==> config.mk <==
export PLATFORM = sky130hd
export DESIGN_NAME = arcade_io_top
export DESIGN_NICKNAME = d
export VERILOG_FILES = /design/src/ctrl_pkg.sv /design/src/host_pkg.sv /design/src/host_regs.sv /design/src/key_decoder.sv /design/src/player_input.sv /design/src/control_merge.sv /design/src/sigma_delta_dac.sv /design/src/arcade_io_top.sv
export SDC_FILE = /design/constraint.sdc
export NUM_CORES = 1
export LEC_CHECK = 0
export ABC_AREA = 1
export BUFFER_PORTS_ARGS = -buffer_cell sky130_fd_sc_hd__buf_4
export CORE_MARGIN = 8
export CORE_UTILIZATION = 59
export CTS_BUF_LIST = sky130_fd_sc_hd__clkbuf_4
export CTS_CLUSTER_DIAMETER = 30
export CTS_CLUSTER_SIZE = 25
export DETAILED_ROUTE_END_ITERATION = 8
export GPL_ROUTABILITY_DRIVEN = 0
export PLACE_DENSITY_LB_ADDON = 0.05
export SLEW_MARGIN = 5
export SYNTH_ARGS = -nofsm -noshare
export SYNTH_HDL_FRONTEND = slang
export SYNTH_SLANG_ARGS = --single-unit
==> constraint.sdc <==
create_clock -name clock_24 -period 2.2 [get_ports clock_24]
set_clock_uncertainty 0.2 [all_clocks]
set_input_delay 0.44 -clock clock_24 [delete_from_list [all_inputs] [get_ports clock_24]]
set_output_delay 0.44 -clock clock_24 [all_outputs]
set_load 0.02 [all_outputs]
==> src/ctrl_pkg.sv <==
package ctrl_pkg;

	localparam int NUM_PLAYERS = 2;
	localparam int NUM_BUTTONS = 5; // width of one player vector

	// player vector bit positions, same order as host joystick
	localparam int BIT_RIGHT = 0;
	localparam int BIT_LEFT  = 1;
	localparam int BIT_DOWN  = 2;
	localparam int BIT_UP    = 3;
	localparam int BIT_FIRE  = 4;

	// ps/2 set 2 make codes
	typedef enum logic [7:0] {
		KEY_P1_START = 8'h05, // F1
		KEY_P2_START = 8'h06, // F2
		KEY_P2_FIRE  = 8'h14, // ctrl
		KEY_P2_DOWN  = 8'h1B, // S
		KEY_P2_LEFT  = 8'h1C, // A
		KEY_P2_UP    = 8'h1D, // W
		KEY_P2_RIGHT = 8'h23, // D
		KEY_P1_FIRE  = 8'h29, // space
		KEY_P1_LEFT  = 8'h6B,
		KEY_P1_DOWN  = 8'h72,
		KEY_P1_RIGHT = 8'h74,
		KEY_P1_UP    = 8'h75,
		KEY_COIN     = 8'h76  // ESC
	} key_code_t;

endpackage

==> src/host_pkg.sv <==
package host_pkg;

	// wishbone word addresses
	typedef enum logic [1:0] {
		REG_CONFIG   = 2'd0, // r/w
		REG_JOY0     = 2'd1, // r/w, low 5 bits used
		REG_JOY1     = 2'd2, // r/w, low 5 bits used
		REG_CONTROLS = 2'd3  // read only
	} reg_addr_t;

	// CONFIG bits
	localparam int CFG_SOFT_RESET = 0;
	localparam int CFG_ROTATE     = 1;

	localparam int REG_WIDTH = 8;

endpackage

==> src/host_regs.sv <==
`timescale 1ns/1ps

module host_regs #(
	parameter int num_players = 2
) (
	input  logic                       clock_24,
	input  logic                       reset,
	input  logic                       wb_cyc,
	input  logic                       wb_stb,
	input  logic                       wb_we,
	input  logic [1:0]                 wb_adr,
	input  logic [7:0]                 wb_dat_w,
	output logic [7:0]                 wb_dat_r,
	output logic                       wb_ack,
	input  logic [7:0]                 controls,
	output logic [num_players*8-1:0]   joy,
	output logic                       rotate,
	output logic                       game_reset
);

	localparam int W = host_pkg::REG_WIDTH;

	logic [W-1:0]             config_q;
	logic [num_players*W-1:0] joy_q;
	logic                     access;
	host_pkg::reg_addr_t      addr;

	assign access = wb_cyc & wb_stb & ~wb_ack; // new access this cycle
	assign addr   = host_pkg::reg_addr_t'(wb_adr);

	always_ff @(posedge clock_24) begin
		if (reset) begin
			wb_ack <= 1'b0;
		end else begin
			wb_ack <= access;
		end
	end

	// writes land on the edge that raises ack
	always_ff @(posedge clock_24) begin
		if (reset) begin
			config_q <= '0;
			joy_q    <= '0;
		end else if (access && wb_we) begin
			case (addr)
				host_pkg::REG_CONFIG: config_q     <= wb_dat_w;
				host_pkg::REG_JOY0:   joy_q[0 +: W] <= wb_dat_w;
				host_pkg::REG_JOY1:   joy_q[W +: W] <= wb_dat_w;
				default: ;                             // controls read only
			endcase
		end
	end

	// read data held while ack is high
	always_ff @(posedge clock_24) begin
		if (access) begin
			case (addr)
				host_pkg::REG_CONFIG: wb_dat_r <= config_q;
				host_pkg::REG_JOY0:   wb_dat_r <= joy_q[0 +: W];
				host_pkg::REG_JOY1:   wb_dat_r <= joy_q[W +: W];
				default:              wb_dat_r <= controls;
			endcase
		end
	end

	always_ff @(posedge clock_24) begin
		game_reset <= reset | config_q[host_pkg::CFG_SOFT_RESET];
	end

	assign joy    = joy_q;
	assign rotate = config_q[host_pkg::CFG_ROTATE];

	a_ack_needs_request: assert property (
		@(posedge clock_24) disable iff (reset)
		$rose(wb_ack) |-> $past(wb_cyc && wb_stb)
	);

endmodule

==> src/key_decoder.sv <==
`timescale 1ns/1ps

module key_decoder #(
	parameter int num_players = 2
) (
	input  logic                                      clock_24,
	input  logic                                      reset,
	input  logic                                      key_strobe,
	input  logic                                      key_pressed,
	input  logic [7:0]                                key_code,
	output logic [num_players*ctrl_pkg::NUM_BUTTONS-1:0] kb_buttons,
	output logic [num_players-1:0]                    kb_start,
	output logic                                      kb_coin
);

	localparam int P2 = ctrl_pkg::NUM_BUTTONS; // player 2 base index

	always_ff @(posedge clock_24) begin
		if (reset) begin
			kb_buttons <= '0;
			kb_start   <= '0;
			kb_coin    <= 1'b0;
		end else if (key_strobe) begin
			case (key_code)
				ctrl_pkg::KEY_P1_UP:    kb_buttons[ctrl_pkg::BIT_UP]         <= key_pressed;
				ctrl_pkg::KEY_P1_DOWN:  kb_buttons[ctrl_pkg::BIT_DOWN]       <= key_pressed;
				ctrl_pkg::KEY_P1_LEFT:  kb_buttons[ctrl_pkg::BIT_LEFT]       <= key_pressed;
				ctrl_pkg::KEY_P1_RIGHT: kb_buttons[ctrl_pkg::BIT_RIGHT]      <= key_pressed;
				ctrl_pkg::KEY_P1_FIRE:  kb_buttons[ctrl_pkg::BIT_FIRE]       <= key_pressed;
				ctrl_pkg::KEY_P2_UP:    kb_buttons[P2 + ctrl_pkg::BIT_UP]    <= key_pressed;
				ctrl_pkg::KEY_P2_DOWN:  kb_buttons[P2 + ctrl_pkg::BIT_DOWN]  <= key_pressed;
				ctrl_pkg::KEY_P2_LEFT:  kb_buttons[P2 + ctrl_pkg::BIT_LEFT]  <= key_pressed;
				ctrl_pkg::KEY_P2_RIGHT: kb_buttons[P2 + ctrl_pkg::BIT_RIGHT] <= key_pressed;
				ctrl_pkg::KEY_P2_FIRE:  kb_buttons[P2 + ctrl_pkg::BIT_FIRE]  <= key_pressed;
				ctrl_pkg::KEY_P1_START: kb_start[0]                          <= key_pressed;
				ctrl_pkg::KEY_P2_START: kb_start[1]                          <= key_pressed;
				ctrl_pkg::KEY_COIN:     kb_coin                              <= key_pressed;
				default: ; // unknown code, ignore
			endcase
		end
	end

endmodule

==> src/player_input.sv <==
`timescale 1ns/1ps

module player_input (
	input  logic                             clock_24,
	input  logic                             reset,
	input  logic [ctrl_pkg::NUM_BUTTONS-1:0] joy,
	input  logic [ctrl_pkg::NUM_BUTTONS-1:0] kb,
	input  logic                             rotate,
	output logic [ctrl_pkg::NUM_BUTTONS-1:0] mapped
);

	logic [ctrl_pkg::NUM_BUTTONS-1:0] merged;
	logic [ctrl_pkg::NUM_BUTTONS-1:0] rotated;

	assign merged = joy | kb;

	// cabinet turned a quarter, fire untouched
	always_comb begin
		rotated = merged;
		if (rotate) begin
			rotated[ctrl_pkg::BIT_UP]    = merged[ctrl_pkg::BIT_LEFT];
			rotated[ctrl_pkg::BIT_DOWN]  = merged[ctrl_pkg::BIT_RIGHT];
			rotated[ctrl_pkg::BIT_LEFT]  = merged[ctrl_pkg::BIT_DOWN];
			rotated[ctrl_pkg::BIT_RIGHT] = merged[ctrl_pkg::BIT_UP];
		end
	end

	always_ff @(posedge clock_24) begin
		if (reset) begin
			mapped <= '0;
		end else begin
			mapped <= rotated;
		end
	end

endmodule

==> src/control_merge.sv <==
`timescale 1ns/1ps

module control_merge #(
	parameter int num_players = 2,
	parameter int coin_hold   = 16
) (
	input  logic                                          clock_24,
	input  logic                                          reset,
	input  logic [num_players*ctrl_pkg::NUM_BUTTONS-1:0] mapped,
	input  logic [num_players-1:0]                        kb_start,
	input  logic                                          kb_coin,
	output logic                                          game_up,
	output logic                                          game_down,
	output logic                                          game_left,
	output logic                                          game_right,
	output logic                                          game_fire,
	output logic [num_players-1:0]                        game_start,
	output logic                                          game_coin
);

	localparam int NB    = ctrl_pkg::NUM_BUTTONS;
	localparam int CNT_W = $clog2(coin_hold + 1);

	logic [NB-1:0]    any_player;
	logic [CNT_W-1:0] coin_cnt;
	logic             coin_prev;

	always_comb begin
		any_player = '0;
		for (int p = 0; p < num_players; p++) begin
			any_player = any_player | mapped[p*NB +: NB];
		end
	end

	always_ff @(posedge clock_24) begin
		if (reset) begin
			game_up    <= 1'b0;
			game_down  <= 1'b0;
			game_left  <= 1'b0;
			game_right <= 1'b0;
			game_fire  <= 1'b0;
			game_start <= '0;
			game_coin  <= 1'b0;
			coin_cnt   <= '0;
			coin_prev  <= 1'b0;
		end else begin
			game_up    <= any_player[ctrl_pkg::BIT_UP];
			game_down  <= any_player[ctrl_pkg::BIT_DOWN];
			game_left  <= any_player[ctrl_pkg::BIT_LEFT];
			game_right <= any_player[ctrl_pkg::BIT_RIGHT];
			game_fire  <= any_player[ctrl_pkg::BIT_FIRE];
			game_start <= kb_start;
			coin_prev  <= kb_coin;
			if (kb_coin && !coin_prev) begin
				coin_cnt <= CNT_W'(coin_hold - 1); // first cycle counted by kb_coin
			end else if (coin_cnt != '0) begin
				coin_cnt <= coin_cnt - 1'b1;
			end
			game_coin <= kb_coin | (coin_cnt != '0);
		end
	end

	a_coin_min_width: assert property (
		@(posedge clock_24) disable iff (reset)
		$rose(game_coin) |-> game_coin [* coin_hold]
	);

endmodule

==> src/sigma_delta_dac.sv <==
`timescale 1ns/1ps

module sigma_delta_dac #(
	parameter int dac_bits = 16
) (
	input  logic                       clock_24,
	input  logic                       reset,
	input  logic signed [dac_bits-1:0] sample,
	output logic                       bit_out
);

	logic [dac_bits-1:0] offset;
	logic [dac_bits-1:0] acc;
	logic [dac_bits:0]   sum;

	assign offset = {~sample[dac_bits-1], sample[dac_bits-2:0]}; // two's complement to offset binary
	assign sum    = {1'b0, acc} + {1'b0, offset};

	always_ff @(posedge clock_24) begin
		if (reset) begin
			acc     <= '0;
			bit_out <= 1'b0;
		end else begin
			acc     <= sum[dac_bits-1:0];
			bit_out <= sum[dac_bits]; // carry is the density
		end
	end

endmodule

==> src/arcade_io_top.sv <==
`timescale 1ns/1ps

module arcade_io_top #(
	parameter int num_players = ctrl_pkg::NUM_PLAYERS,
	parameter int coin_hold   = 16,
	parameter int dac_bits    = 16
) (
	input  logic                       clock_24,
	input  logic                       reset,
	input  logic                       wb_cyc,
	input  logic                       wb_stb,
	input  logic                       wb_we,
	input  logic [1:0]                 wb_adr,
	input  logic [7:0]                 wb_dat_w,
	output logic [7:0]                 wb_dat_r,
	output logic                       wb_ack,
	input  logic                       key_strobe,
	input  logic                       key_pressed,
	input  logic [7:0]                 key_code,
	input  logic signed [dac_bits-1:0] audio,
	output logic                       game_up,
	output logic                       game_down,
	output logic                       game_left,
	output logic                       game_right,
	output logic                       game_fire,
	output logic [num_players-1:0]     game_start,
	output logic                       game_coin,
	output logic                       game_reset,
	output logic                       audio_l,
	output logic                       audio_r
);

	localparam int NB = ctrl_pkg::NUM_BUTTONS;

	logic [num_players*8-1:0]  joy;
	logic                      rotate;
	logic [num_players*NB-1:0] kb_buttons;
	logic [num_players-1:0]    kb_start;
	logic                      kb_coin;
	logic [num_players*NB-1:0] mapped;

	host_regs #(
		.num_players (num_players)
	) i_host_regs (
		.clock_24   (clock_24),
		.reset      (reset),
		.wb_cyc     (wb_cyc),
		.wb_stb     (wb_stb),
		.wb_we      (wb_we),
		.wb_adr     (wb_adr),
		.wb_dat_w   (wb_dat_w),
		.wb_dat_r   (wb_dat_r),
		.wb_ack     (wb_ack),
		.controls   ({game_coin, game_start[1], game_start[0], game_fire,
			game_up, game_down, game_left, game_right}),
		.joy        (joy),
		.rotate     (rotate),
		.game_reset (game_reset)
	);

	key_decoder #(
		.num_players (num_players)
	) i_key_decoder (
		.clock_24    (clock_24),
		.reset       (reset),
		.key_strobe  (key_strobe),
		.key_pressed (key_pressed),
		.key_code    (key_code),
		.kb_buttons  (kb_buttons),
		.kb_start    (kb_start),
		.kb_coin     (kb_coin)
	);

	for (genvar p = 0; p < num_players; p++) begin : g_player
		player_input i_player_input (
			.clock_24 (clock_24),
			.reset    (reset),
			.joy      (joy[p*8 +: NB]), // upper joystick bits unused
			.kb       (kb_buttons[p*NB +: NB]),
			.rotate   (rotate),
			.mapped   (mapped[p*NB +: NB])
		);
	end

	control_merge #(
		.num_players (num_players),
		.coin_hold   (coin_hold)
	) i_control_merge (
		.clock_24   (clock_24),
		.reset      (reset),
		.mapped     (mapped),
		.kb_start   (kb_start),
		.kb_coin    (kb_coin),
		.game_up    (game_up),
		.game_down  (game_down),
		.game_left  (game_left),
		.game_right (game_right),
		.game_fire  (game_fire),
		.game_start (game_start),
		.game_coin  (game_coin)
	);

	sigma_delta_dac #(
		.dac_bits (dac_bits)
	) i_sigma_delta_dac (
		.clock_24 (clock_24),
		.reset    (reset),
		.sample   (audio),
		.bit_out  (audio_l)
	);

	assign audio_r = audio_l; // mono

endmodule

==> metrics.txt <==
# TYPE chip_impl_metric gauge
chip_impl_info{name="run_status",value="finished clean"} 1
chip_impl_info{name="grt_setup_unrepaired",value="false"} 1
chip_impl_metric{name="clock_latency",unit="ps"} 420
chip_impl_metric{name="dpl-instance-area",unit="sq um"} 4770
chip_impl_info{name="netlist.top_cell.by_area",value="sky130_fd_sc_hd__dfxtp_1"} 1
chip_impl_metric{name="setup_tns_after_final_layout",unit="ps"} 0
chip_impl_info{name="worstSetupEndpointType",value="flip-flop"} 1
chip_impl_metric{name="internal_power",unit="mW"} 2.61
chip_impl_metric{name="grt_first_pass_wirelength",unit="microns"} 17100
chip_impl_metric{name="drive_above_1_share",unit="%"} 15.2
chip_impl_metric{name="worst_slew_margin_rel",unit="%"} 75.9
chip_impl_metric{name="power_switching",unit="mW"} 1.40
chip_impl_metric{name="netlist_instances",unit=""} 590
chip_impl_metric{name="yosys.cell_types.count",unit=""} 33
chip_impl_metric{name="yosysTopAreaCellShare",unit="%"} 37.9
chip_impl_metric{name="half_perimeter_wire_length_of_the_detailed_placement_result",unit="microns"} 7530
chip_impl_metric{name="die-height",unit="microns"} 101
chip_impl_metric{name="dp.cells",unit=""} 741
chip_impl_metric{name="power_density",unit="nW/um^2"} 818
chip_impl_info{name="tritoncts",value="done"} 1
chip_impl_metric{name="vias",unit=""} 3879
chip_impl_metric{name="maximum_number_of_pins_on_one_net_before_global_route_repair",unit=""} 37
chip_impl_metric{name="detail_route.vias_per_cell",unit=""} 5.12
chip_impl_metric{name="cap_viol_max_count",unit=""} 0
chip_impl_info{name="root_buffer",value="sky130_fd_sc_hd__clkbuf_4"} 1
chip_impl_metric{name="drcViolationCount",unit=""} 0
chip_impl_metric{name="cts_inserted_buffers",unit=""} 9
chip_impl_metric{name="drt_first_pass_iters",unit=""} 5
chip_impl_metric{name="p_seq_share",unit="%"} 45.8
chip_impl_metric{name="initial_utilization",unit="%"} 59.5
chip_impl_metric{name="proportion_of_synthesized_chip_area_in_sequential_cells",unit="%"} 43.6
chip_impl_metric{name="cts_hold_buf",unit=""} 0
chip_impl_metric{name="mappedNetlistArea",unit="sq um"} 4220
chip_impl_metric{name="ys_seq_elements",unit=""} 88
chip_impl_metric{name="instances_no_fill",unit=""} 757
chip_impl_metric{name="power.share.combinational",unit="%"} 32.1
chip_impl_metric{name="n_fill_cell",unit=""} 654
chip_impl_metric{name="die-width",unit="microns"} 101
chip_impl_metric{name="grt_pass1_vias",unit=""} 3874
chip_impl_metric{name="max-clock-path-buffers",unit=""} 2
chip_impl_metric{name="vdd.ir_drop.worst",unit="uV"} 566
chip_impl_info{name="ys_top_cells_by_count",value="sky130_fd_sc_hd__nand2_1 (121), sky130_fd_sc_hd__inv_1 (91), sky130_fd_sc_hd__nor2_1 (88)"} 1
chip_impl_metric{name="core-area",unit="sq um"} 7100
chip_impl_info{name="crit_type",value="flip-flop to flip-flop"} 1
chip_impl_metric{name="globalRouteTotalUtil",unit="%"} 20.8
chip_impl_metric{name="cts_htree_levels",unit=""} 3
chip_impl_metric{name="max_clock_freq",unit="GHz"} 0.533
chip_impl_metric{name="diodes",unit=""} 0
chip_impl_metric{name="pin_count",unit=""} 61
chip_impl_metric{name="place.port_buffers",unit=""} 60
chip_impl_metric{name="post_route_hold_slack",unit="ps"} 50.5
chip_impl_metric{name="setup_viol_count_final",unit=""} 0
chip_impl_metric{name="worstPathRequired",unit="ps"} 2320
chip_impl_metric{name="post_synth.cell_area_avg",unit="sq um"} 7.16
chip_impl_metric{name="area_growth_syn_to_layout",unit="%"} 16.2
chip_impl_info{name="crit_path_start_kind",value="flip-flop"} 1
chip_impl_metric{name="wl_per_cell",unit="microns"} 13.0
chip_impl_metric{name="antenna_found_initial",unit=""} 0
chip_impl_metric{name="postSynth.asyncResetShare",unit="%"} 0
chip_impl_metric{name="post-cts-setup-buffers",unit=""} 0
chip_impl_metric{name="reg2reg_setup_slack",unit="ps"} 320
chip_impl_metric{name="grt-ovfl-total",unit=""} 0
chip_impl_metric{name="routed_wl",unit="microns"} 9860
chip_impl_info{name="yosysMostFrequentCell",value="sky130_fd_sc_hd__nand2_1"} 1
chip_impl_metric{name="p_total",unit="mW"} 4.01
chip_impl_info{name="hold_class",value="input pin to flip-flop"} 1
chip_impl_metric{name="num-nets-final",unit=""} 712
chip_impl_metric{name="final_non_filler_cell_area",unit="sq um"} 4910
chip_impl_metric{name="min_period_over_period",unit="%"} 85.3
chip_impl_metric{name="slew_violations",unit=""} 0
chip_impl_info{name="synth.area.top_cells",value="sky130_fd_sc_hd__dfxtp_1 (38%), sky130_fd_sc_hd__nand2_1 (11%), sky130_fd_sc_hd__inv_1 (8.1%), sky130_fd_sc_hd__nor2_1 (7.8%), sky130_fd_sc_hd__edfxtp_1 (5.7%)"} 1
chip_impl_metric{name="max_slew.worst_pin.slew",unit="ps"} 362
chip_impl_metric{name="design.die.area",unit="sq um"} 10100
chip_impl_metric{name="final_period_minus_worst_setup_slack",unit="ps"} 1880
chip_impl_metric{name="switching_share",unit="%"} 34.9
chip_impl_metric{name="worst_setup_hold_path_clk_slew",unit="ps"} 140
chip_impl_metric{name="crit_fanout",unit=""} 3
chip_impl_metric{name="count_of_synthesis_stage_warnings_from_yosys",unit=""} 0
chip_impl_metric{name="crit_arrival",unit="ps"} 2000
chip_impl_metric{name="cts_resized",unit=""} 0
chip_impl_metric{name="drt_first_iter_violations",unit=""} 240
chip_impl_metric{name="sink_count",unit=""} 88
chip_impl_metric{name="total_leakage_power",unit="nW"} 2.36
chip_impl_metric{name="timing_hold_violations_final",unit=""} 0
chip_impl_info{name="dominantRegCellSynth",value="sky130_fd_sc_hd__dfxtp_1"} 1
chip_impl_metric{name="route.antenna.remaining_nets",unit=""} 0
chip_impl_metric{name="synth_edf_count",unit=""} 8
chip_impl_metric{name="power.share.clock",unit="%"} 22.1
chip_impl_metric{name="postSynthNetCount",unit=""} 649
chip_impl_metric{name="number_of_rows_in_the_core_area",unit=""} 31
[logic make-up after synthesis]
| family | count (synthesis) | synth area share [%] |
|---|---|---|
| compound gates | 111 | 14.2 |
| fa+ha+maj | 18 | 5.51 |
| buf+inv | 108 | 9.93 |
| flops | 88 | 43.6 |
| simple gates | 265 | 26.8 |
[critical path, cell delays in order (launching register included)]
cell and delay, ps:
sky130_fd_sc_hd__dfxtp_1 330, sky130_fd_sc_hd__ha_1 150, sky130_fd_sc_hd__inv_1 60, sky130_fd_sc_hd__fa_1 370, sky130_fd_sc_hd__inv_1 110, sky130_fd_sc_hd__nand2_1 70, sky130_fd_sc_hd__inv_1 70, sky130_fd_sc_hd__a21oi_1 90
sky130_fd_sc_hd__o21bai_1 160, sky130_fd_sc_hd__and2_1 140, sky130_fd_sc_hd__nor2_1 40
[worst paths after layout]
kind,from,to,cells after the start
max,i_sigma_delta_dac.acc[0]$_SDFF_PP0_,i_sigma_delta_dac.acc[8]$_SDFF_PP0_,10
min reg2reg,g_player[0].i_player_input.mapped[3]$_SDFF_PP0_,i_control_merge.game_up$_SDFF_PP0_,2
min,wb_dat_w[5],i_host_regs.joy[5]$_SDFFE_PP0P_,3
max reg2reg,i_sigma_delta_dac.acc[0]$_SDFF_PP0_,i_sigma_delta_dac.acc[8]$_SDFF_PP0_,10
[state kept, by name, summed over array words and instances, names as in the netlist, 5 cells and up]
register and count:
i_sigma_delta_dac.acc 16, g_player.i_player_input.mapped 10, i_control_merge.coin_cnt 5, i_host_regs.wb_dat_r 8, i_host_regs.config_q 8, i_key_decoder.kb_buttons 10
i_host_regs.joy 16
[power groups by stage]
stage	Combinational [mW]	Sequential, mW	Clock (mW)
floorplan	0.924	1.88	0
global placement	1.23	1.87	0
detailed placement	1.26	1.88	0
CTS	1.27	1.84	0.903
global route	1.50	1.85	0.979
finish	1.29	1.84	0.887
[area by class of cell]
class / count / area, sq um / area share, %
Multi-Input combinational cell: 394 / 1960 / 40.0
Sequential cell: 88 / 1840 / 37.5
Timing Repair Buffer: 65 / 488 / 9.95
Inverter: 95 / 357 / 7.27
Tap cell: 99 / 124 / 2.52
Clock buffer: 10 / 75.1 / 1.53
Clock inverter: 6 / 58.8 / 1.20
[through the flow]
| stage | worst slack (ps) | utilization [%] |
|---|---|---|
| 2_1_floorplan | 308 | - |
| 3_3_place_gp | 129 | 67.2 |
| 3_5_place_dp | 125 | 67.2 |
| 4_1_cts | 333 | 69.1 |
| 5_1_grt | 150 | 69.1 |
| 6_report | 324 | 69.1 |
[placed cells by master (no fill, tap or decap), drive strengths merged, types with 10 or more instances in the layout]
| cell | instances |
|---|---|
| o21ai | 48 |
| nand3 | 18 |
| nand2 | 122 |
| buf | 65 |
| inv | 96 |
| dfxtp | 80 |
| a21oi | 46 |
| nor2 | 90 |
| ha | 17 |
| clkbuf | 10 |
[layer usage]
| metal | track usage, % | part of all wire (%) |
|---|---|---|
| met4 | 8.02 | 1.4 |
| met2 | 33.8 | 46 |
| met1 | 26.3 | 46 |
| met3 | 4.28 | 6.1 |
| met5 | 0 | 0 |
No activity file was read; power rests on OpenSTA's default activity.
